<file path="config.mk">
export PLATFORM = sky130hd
export DESIGN_NAME = rv_pipe_top
export DESIGN_NICKNAME = d
export VERILOG_FILES = /design/src/logic/rv_pipe_pkg.sv /design/src/logic/rv_pipe_top.sv /design/src/logic/execute_stage.sv /design/src/logic/reg_file.sv /design/src/logic/decode_stage.sv /design/src/logic/fetch_handshake.sv
export SDC_FILE = /design/constraint.sdc
export NUM_CORES = 2
export LEC_CHECK = 0
export BUFFER_PORTS_ARGS = -buffer_cell sky130_fd_sc_hd__buf_4
export CORE_ASPECT_RATIO = 0.6
export CORE_MARGIN = 4
export CORE_UTILIZATION = 60
export DETAILED_ROUTE_END_ITERATION = 8
export PLACE_DENSITY = 0.72
export RECOVER_POWER = 25
export SYNTH_ARGS = -nofsm -noshare
export SYNTH_HDL_FRONTEND = slang
export SYNTH_SLANG_ARGS = --single-unit
</file>
<file path="constraint.sdc">
create_clock -name clk -period 11.1 [get_ports clk]
set_input_delay 1.11 -clock clk [delete_from_list [all_inputs] [get_ports clk]]
set_output_delay 1.11 -clock clk [all_outputs]
set_load 0.01 [all_outputs]
</file>
<file path="src/logic/rv_pipe_pkg.sv">
package rv_pipe_pkg;

  localparam int XLEN       = 32;
  localparam int REG_ADDR_W = 5;

  // major opcodes the pipeline executes
  typedef enum logic [6:0] {
    OP     = 7'b0110011,
    OP_IMM = 7'b0010011,
    LUI    = 7'b0110111
  } opcode_e;

  // ==========================================================
  // instruction word views
  // ==========================================================

  typedef struct packed {
    logic [6:0]            funct7;
    logic [REG_ADDR_W-1:0] rs2;
    logic [REG_ADDR_W-1:0] rs1;
    logic [2:0]            funct3;
    logic [REG_ADDR_W-1:0] rd;
    logic [6:0]            opcode;
  } r_type_t;

  typedef struct packed {
    logic [11:0]           imm12;
    logic [REG_ADDR_W-1:0] rs1;
    logic [2:0]            funct3;
    logic [REG_ADDR_W-1:0] rd;
    logic [6:0]            opcode;
  } i_type_t;

  typedef struct packed {
    logic [19:0]           imm20;
    logic [REG_ADDR_W-1:0] rd;
    logic [6:0]            opcode;
  } u_type_t;

  // one word, three decodings
  typedef union packed {
    r_type_t r_fmt;
    i_type_t i_fmt;
    u_type_t u_fmt;
  } inst_u;

  // ==========================================================
  // ALU and stage payloads
  // ==========================================================

  typedef enum logic [3:0] {
    ALU_ADD,
    ALU_SUB,
    ALU_SLL,
    ALU_SLT,
    ALU_SLTU,
    ALU_XOR,
    ALU_SRL,
    ALU_SRA,
    ALU_OR,
    ALU_AND,
    ALU_PASS_B
  } alu_op_e;

  typedef struct packed {
    logic                  valid;
    logic [REG_ADDR_W-1:0] rd;
    alu_op_e               alu_op;
    logic [XLEN-1:0]       rs1_val;
    logic [XLEN-1:0]       op2_val;
  } id_ex_t;

  typedef struct packed {
    logic                  valid;
    logic [REG_ADDR_W-1:0] rd;
    logic [XLEN-1:0]       data;
  } wb_t;

endpackage
</file>
<file path="src/logic/rv_pipe_top.sv">
`timescale 1ns/1ps

module rv_pipe_top #(
  parameter int REG_COUNT = 32
) (
  input  logic                               clk,
  input  logic                               rst_i,
  input  logic                               inst_req_i,
  input  logic [rv_pipe_pkg::XLEN-1:0]       inst_i,
  output logic                               inst_ack_o,
  output logic                               wb_valid_o,
  output logic [rv_pipe_pkg::REG_ADDR_W-1:0] wb_rd_o,
  output logic [rv_pipe_pkg::XLEN-1:0]       wb_data_o
);
  import rv_pipe_pkg::*;

  inst_u                 inst_word;
  inst_u                 fetch_inst;
  logic                  fetch_valid;
  logic [REG_ADDR_W-1:0] rs1_addr;
  logic [REG_ADDR_W-1:0] rs2_addr;
  logic [XLEN-1:0]       rs1_data;
  logic [XLEN-1:0]       rs2_data;
  id_ex_t                id_ex;
  wb_t                   wb;

  assign inst_word = inst_i;

  fetch_handshake fetch_handshake_inst (
    .clk           (clk),
    .rst_i         (rst_i),
    .inst_req_i    (inst_req_i),
    .inst_i        (inst_word),
    .inst_ack_o    (inst_ack_o),
    .fetch_valid_o (fetch_valid),
    .fetch_inst_o  (fetch_inst)
  );

  decode_stage #(
    .REG_COUNT (REG_COUNT)
  ) decode_stage_inst (
    .clk           (clk),
    .rst_i         (rst_i),
    .fetch_valid_i (fetch_valid),
    .fetch_inst_i  (fetch_inst),
    .rs1_addr_o    (rs1_addr),
    .rs2_addr_o    (rs2_addr),
    .rs1_data_i    (rs1_data),
    .rs2_data_i    (rs2_data),
    .id_ex_o       (id_ex)
  );

  // write port fed straight from the writeback register
  reg_file #(
    .REG_COUNT (REG_COUNT)
  ) reg_file_inst (
    .clk        (clk),
    .rst_i      (rst_i),
    .rs1_addr_i (rs1_addr),
    .rs2_addr_i (rs2_addr),
    .rs1_data_o (rs1_data),
    .rs2_data_o (rs2_data),
    .wb_i       (wb)
  );

  execute_stage execute_stage_inst (
    .clk     (clk),
    .rst_i   (rst_i),
    .id_ex_i (id_ex),
    .wb_o    (wb)
  );

  assign wb_valid_o = wb.valid;
  assign wb_rd_o    = wb.rd;
  assign wb_data_o  = wb.data;

endmodule

</file>
<file path="src/logic/execute_stage.sv">
`timescale 1ns/1ps

module execute_stage (
  input  logic                clk,
  input  logic                rst_i,
  input  rv_pipe_pkg::id_ex_t id_ex_i,
  output rv_pipe_pkg::wb_t    wb_o
);
  import rv_pipe_pkg::*;

  logic [XLEN-1:0] op_a;
  logic [XLEN-1:0] op_b;
  logic [4:0]      shamt;
  logic [XLEN-1:0] result;
  wb_t             wb_d;

  assign op_a  = id_ex_i.rs1_val;
  assign op_b  = id_ex_i.op2_val;
  // only the low five bits count for shifts
  assign shamt = op_b[4:0];

  // ==========================================================
  // ALU
  // ==========================================================

  always_comb begin
    case (id_ex_i.alu_op)
      ALU_ADD:    result = op_a + op_b;
      ALU_SUB:    result = op_a - op_b;
      ALU_SLL:    result = op_a << shamt;
      ALU_SLT:    result = XLEN'($signed(op_a) < $signed(op_b));
      ALU_SLTU:   result = XLEN'(op_a < op_b);
      ALU_XOR:    result = op_a ^ op_b;
      ALU_SRL:    result = op_a >> shamt;
      ALU_SRA:    result = $unsigned($signed(op_a) >>> shamt);
      ALU_OR:     result = op_a | op_b;
      ALU_AND:    result = op_a & op_b;
      ALU_PASS_B: result = op_b;
      default:    result = '0;
    endcase
  end

  // ==========================================================
  // writeback register
  // ==========================================================

  always_comb begin
    wb_d.valid = id_ex_i.valid;
    wb_d.rd    = id_ex_i.rd;
    wb_d.data  = result;
  end

  always_ff @(posedge clk) begin
    if (rst_i) begin
      wb_o.valid <= 1'b0;
    end else begin
      wb_o <= wb_d;
    end
  end

endmodule

</file>
<file path="src/logic/reg_file.sv">
`timescale 1ns/1ps

module reg_file #(
  parameter int REG_COUNT = 32
) (
  input  logic                               clk,
  input  logic                               rst_i,
  input  logic [rv_pipe_pkg::REG_ADDR_W-1:0] rs1_addr_i,
  input  logic [rv_pipe_pkg::REG_ADDR_W-1:0] rs2_addr_i,
  output logic [rv_pipe_pkg::XLEN-1:0]       rs1_data_o,
  output logic [rv_pipe_pkg::XLEN-1:0]       rs2_data_o,
  input  rv_pipe_pkg::wb_t                   wb_i
);
  import rv_pipe_pkg::*;

  localparam int IDX_W = $clog2(REG_COUNT);

  logic [XLEN-1:0] regs [REG_COUNT];
  logic            wr_en;

  // x0 never takes a write
  assign wr_en = wb_i.valid & (wb_i.rd != '0);

  always_ff @(posedge clk) begin
    if (rst_i) begin
      for (int i = 0; i < REG_COUNT; i++) begin
        regs[i] <= '0;
      end
    end else if (wr_en) begin
      regs[wb_i.rd[IDX_W-1:0]] <= wb_i.data;
    end
  end

  // read with write-through of the pending writeback
  function automatic logic [XLEN-1:0] read_port(input logic [REG_ADDR_W-1:0] addr);
    logic [XLEN-1:0] data;
    if (addr == '0) begin
      data = '0;
    end else if (wr_en && (wb_i.rd == addr)) begin
      data = wb_i.data;
    end else begin
      data = regs[addr[IDX_W-1:0]];
    end
    return data;
  endfunction

  assign rs1_data_o = read_port(rs1_addr_i);
  assign rs2_data_o = read_port(rs2_addr_i);

endmodule

</file>
<file path="src/logic/decode_stage.sv">
`timescale 1ns/1ps

module decode_stage #(
  parameter int REG_COUNT = 32
) (
  input  logic                               clk,
  input  logic                               rst_i,
  input  logic                               fetch_valid_i,
  input  rv_pipe_pkg::inst_u                 fetch_inst_i,
  output logic [rv_pipe_pkg::REG_ADDR_W-1:0] rs1_addr_o,
  output logic [rv_pipe_pkg::REG_ADDR_W-1:0] rs2_addr_o,
  input  logic [rv_pipe_pkg::XLEN-1:0]       rs1_data_i,
  input  logic [rv_pipe_pkg::XLEN-1:0]       rs2_data_i,
  output rv_pipe_pkg::id_ex_t                id_ex_o
);
  import rv_pipe_pkg::*;

  localparam int IDX_W = $clog2(REG_COUNT);

  logic [REG_ADDR_W-1:0] rd_addr;
  logic [XLEN-1:0]       imm_i;
  logic [XLEN-1:0]       imm_u;
  logic                  supported;
  id_ex_t                id_ex_d;

  // funct3 plus the funct7[5] modifier
  function automatic alu_op_e funct_to_op(input logic [2:0] funct3, input logic alt);
    alu_op_e op;
    case (funct3)
      3'b000:  op = alt ? ALU_SUB : ALU_ADD;
      3'b001:  op = ALU_SLL;
      3'b010:  op = ALU_SLT;
      3'b011:  op = ALU_SLTU;
      3'b100:  op = ALU_XOR;
      3'b101:  op = alt ? ALU_SRA : ALU_SRL;
      3'b110:  op = ALU_OR;
      default: op = ALU_AND;
    endcase
    return op;
  endfunction

  // register indices beyond REG_COUNT wrap onto the low bits
  assign rs1_addr_o = REG_ADDR_W'(fetch_inst_i.r_fmt.rs1[IDX_W-1:0]);
  assign rs2_addr_o = REG_ADDR_W'(fetch_inst_i.r_fmt.rs2[IDX_W-1:0]);
  assign rd_addr    = REG_ADDR_W'(fetch_inst_i.u_fmt.rd[IDX_W-1:0]);

  // immediates
  assign imm_i = {{(XLEN-12){fetch_inst_i.i_fmt.imm12[11]}}, fetch_inst_i.i_fmt.imm12};
  assign imm_u = {fetch_inst_i.u_fmt.imm20, 12'b0};

  always_comb begin
    supported       = 1'b1;
    id_ex_d.rd      = rd_addr;
    id_ex_d.rs1_val = rs1_data_i;
    id_ex_d.op2_val = rs2_data_i;
    id_ex_d.alu_op  = ALU_ADD;
    case (fetch_inst_i.r_fmt.opcode)
      OP: begin
        id_ex_d.alu_op = funct_to_op(fetch_inst_i.r_fmt.funct3, fetch_inst_i.r_fmt.funct7[5]);
      end
      OP_IMM: begin
        // shifts take shamt, SRAI flagged by imm bit 10
        if (fetch_inst_i.i_fmt.funct3[1:0] == 2'b01) begin
          id_ex_d.op2_val = XLEN'(fetch_inst_i.i_fmt.imm12[4:0]);
          id_ex_d.alu_op  = funct_to_op(fetch_inst_i.i_fmt.funct3,
                                        fetch_inst_i.i_fmt.funct3[2] &
                                        fetch_inst_i.i_fmt.imm12[10]);
        end else begin
          id_ex_d.op2_val = imm_i;
          id_ex_d.alu_op  = funct_to_op(fetch_inst_i.i_fmt.funct3, 1'b0);
        end
      end
      LUI: begin
        id_ex_d.op2_val = imm_u;
        id_ex_d.alu_op  = ALU_PASS_B;
      end
      default: begin
        supported = 1'b0;
      end
    endcase
    // nothing to write back for x0 or unknown opcodes
    id_ex_d.valid = fetch_valid_i & supported & (rd_addr != '0);
  end

  always_ff @(posedge clk) begin
    if (rst_i) begin
      id_ex_o.valid <= 1'b0;
    end else begin
      id_ex_o <= id_ex_d;
    end
  end

endmodule

</file>
<file path="src/logic/fetch_handshake.sv">
`timescale 1ns/1ps

module fetch_handshake (
  input  logic               clk,
  input  logic               rst_i,
  input  logic               inst_req_i,
  input  rv_pipe_pkg::inst_u inst_i,
  output logic               inst_ack_o,
  output logic               fetch_valid_o,
  output rv_pipe_pkg::inst_u fetch_inst_o
);

  logic accept;

  // new request seen while ack is still low
  assign accept = inst_req_i & ~inst_ack_o;

  // ==========================================================
  // four-phase ack
  // ==========================================================

  always_ff @(posedge clk) begin
    if (rst_i) begin
      inst_ack_o    <= 1'b0;
      fetch_valid_o <= 1'b0;
    end else begin
      fetch_valid_o <= accept;
      if (accept) begin
        inst_ack_o <= 1'b1;
      end else if (!inst_req_i) begin
        // source has released req, return to idle
        inst_ack_o <= 1'b0;
      end
    end
  end

  // fetch register, loads once per handshake
  always_ff @(posedge clk) begin
    if (accept) begin
      fetch_inst_o <= inst_i;
    end
  end

endmodule

</file>
==> flow_summary.json <==
{
  "cts_setup_buffers": 0,
  "ys_seq_area_frac": 0.513,
  "final_core_util": 0.660,
  "async_flop_share": 0,
  "syn_inst": 4946,
  "core_mm2": 0.113,
  "track_usage": 0.420,
  "synth_area_mm2": 0.0686,
  "ctsResizeCount": 0,
  "drcViolationCount": 0,
  "p_leak_uw": 0.0263,
  "place_ws_ps": 6290,
  "synth-compound-area-share": 0.0664,
  "fp.dieArea_mm2": 0.120,
  "drv_cap": 35,
  "slew_headroom": -1.81,
  "vias_per_cell": 7.54,
  "drtIter0Drc": 9620,
  "crit_arrival_ps": 8480,
  "synth-adder-area-share": 0.0183,
  "yosysMostFrequentCell": "edfxtp_1",
  "max_freq_ghz": 0.124,
  "status": "finished, violations left",
  "clk_pin_slew_worst_paths_ps": 60,
  "timing.critical_path.buf_inv": 4,
  "use_met1": 0.625,
  "drtAntennaViolNets": 0,
  "synth_top_family_by_area": "multiplexers",
  "crit_chain": "clkbuf_1, inv_8, nand2_1, nor2_1, nand2_1, clkbuf_1, o21ai_4, buf_4",
  "hold_class": "reg -> reg",
  "final_max_slew_viol_count": 1147,
  "tns_ps": 0,
  "finalNonFillerCells": 6422,
  "min_period_over_period": 0.726,
  "use_met3": 0.183,
  "dp_hpwl_mm": 154,
  "grt_pass1_vias": 45969,
  "setup_violations": 0,
  "failed_checks": "capacitance limit, slew limit",
  "slowest_stage": "clkbuf_1",
  "clk_path_buf_depth": 3,
  "cts_made_buffers": 109,
  "h-tree-depth": 3,
  "clkLatencyLatePin_ps": 750,
  "synthSimpleGateAreaFrac": 0.128,
  "critPathTopFamily": "buffers and inverters",
  "gp_congestion": 1.07,
  "vias": 48449,
  "synth-edff-count": 1166,
  "ir_drop_v": 0.000121,
  "cts_hold_buf": 0,
  "synthDistinctLibCells": 96,
  "hold_violations": 0,
  "busiest_layer": "met1",
  "drive_gt1_frac": 0.231,
  "clock_skew_ps": 31.6,
  "synth_top_cell_area_share": 0.510,
  "endpoint_kind": "flip-flop",
  "fin_hold_ws_ps": 418,
  "grt_max_degree": 135,
  "startpoint_type": "primary input",
  "synthToLayoutAreaGrowth_pct": 8.46,
  "cts_tree": "yes",
  "synth_area_leaders": "edfxtp_1 (51%), mux4_2 (22%), and2_1 (9.2%), clkbuf_1 (2.1%), ha_1 (1.8%)",
  "synthMuxAreaShare": 0.239,
  "tightest_slew_ps": 4220,
  "num_rows": 95,
  "fill_cells": 7968,
  "cts-root-buf": "clkbuf_16",
  "required_ps": 11530,
  "port_buffers": 73,
  "layout.nets": 4958,
  "yosysWarnings": 0,
  "yosys.area_share.xor_xnor": 0.00102,
  "wire_per_inst_um": 39.3,
  "antenna_found_initial": 19,
  "grtUsageMet2": 0.547,
  "clkSinkCount": 1175,
  "die_height_um": 270,
  "synth-seq-cells": 1175,
  "max_stage_delay_ps": 2880,
  "synthFlopType": "edfxtp_1",
  "criticalPathCategory": "in -> reg",
  "yosys-top-cells-count": "edfxtp_1 (1,166), and2_1 (1,006), mux4_2 (669)",
  "drt-pass1-iter-count": 6,
  "die_w_um": 444,
  "power.density_mw_per_mm2": 156,
  "overflow": 0,
  "wirelength_mm": 252,
  "dp_cells": 6215,
  "rsz0062_at_grt": "false",
  "synth_area_leader_cell": "edfxtp_1",
  "worstPathMaxFanout": 86,
  "grt_first_pass_wirelength_mm": 354,
  "io_pins": 74,
  "fin_ws_ps": 3050,
  "initial_core_util": 0.609,
  "min_period_ps": 8050,
  "syn_area_per_cell_um2": 13.9
}
-- per-layer routing --
layer,wire (um),vias up
li1,-,18818
met1,95100,24477
met2,100000,4465
met3,45200,673
met4,11800,16
met5,174,-
-- worst reg2reg max path, stage by stage, from the launching register on --
cell	delay (ps)
dfxtp_4	600
buf_4	790
buf_12	750
mux4_2	500
mux4_2	320
mux2i_1	160
nor2_1	150
a21oi_1	70
o21ai_0	1240
-- metrics by stage --
step / instance area, um^2 / total power [uW]
CTS: 74500 / 11500
floorplan: 68700 / 6860
global placement: 71100 / 7800
detailed placement: 71100 / 7810
global route: 74400 / 11900
finish: 74400 / 11600
-- final timing paths --
kind                                                    start                           end  slack (ps)  cells past startpoint
worst max-delay path                                    rst_i    reg_file_inst.regs[10][10]        3050                      8
worst min-delay path            decode_stage_inst.id_ex_o[71]   execute_stage_inst.wb_o[35]         420                      0
worst max register to register                      flip-flop  decode_stage_inst.id_ex_o[2]        6100                      8
worst min register to register  decode_stage_inst.id_ex_o[71]   execute_stage_inst.wb_o[35]         420                      0
-- state kept, by name (all words and copies together), names as in the netlist, named ones only --
| signal | flops |
|---|---|
| decode_stage_inst.id_ex_o | 74 |
| execute_stage_inst.wb_o | 38 |
| reg_file_inst.regs | 1024 |
| fetch_handshake_inst.fetch_inst_o | 32 |
| fetch_handshake_inst.fetch_valid_o | 1 |
| fetch_handshake_inst.inst_ack_o | 1 |
-- area by class of cell --
type / instances / area (um^2) / share of cell area
Tap cell: 1503 / 1880 / 0.0253
Antenna cell: 9 / 22.5 / 0.000303
Clock buffer: 133 / 2870 / 0.0386
Timing Repair Buffer: 231 / 1630 / 0.0219
Sequential cell: 1175 / 35200 / 0.473
Inverter: 106 / 405 / 0.00545
Clock inverter: 64 / 583 / 0.00784
Multi-Input combinational cell: 3201 / 31800 / 0.427
-- cells in the final DEF, fill, tap and decap left out, types with 31 or more instances in the layout --
cell       Yosys  routed
edfxtp_1    1166    1166
and2_1      1006     929
mux4_2       669     669
nor2_1       245     211
a21oi_1      186     185
nand2_1      154     154
buf_4         12     147
o21ai_0      173     142
mux2i_1      110     110
clkbuf_16      0     110
inv_1        104     103
ha_1          97      97
and2_0         0      77
clkbuf_1     384      67
a211oi_1      52      52
nor3_1        38      37
o211ai_1      34      34
nor2_4         0      33
conb_1         1      32
o21ai_4        0      31
clkbuf_4       0      31
-- logic make-up after synthesis --
family / Yosys count
muxes: 798
adders and majority gates: 99
buffers and inverters: 601
xor gates and xnor gates: 8
other: 1
and+or+nand+nor: 1563
AOI/OAI and AO/OA: 701
DFF: 1175
-- report_power, final --
part / switching [uW] / internal, uW
logic: 1660 / 885
clock network: 1760 / 2010
registers: 197 / 5100
(Power assumes the default switching activity.)
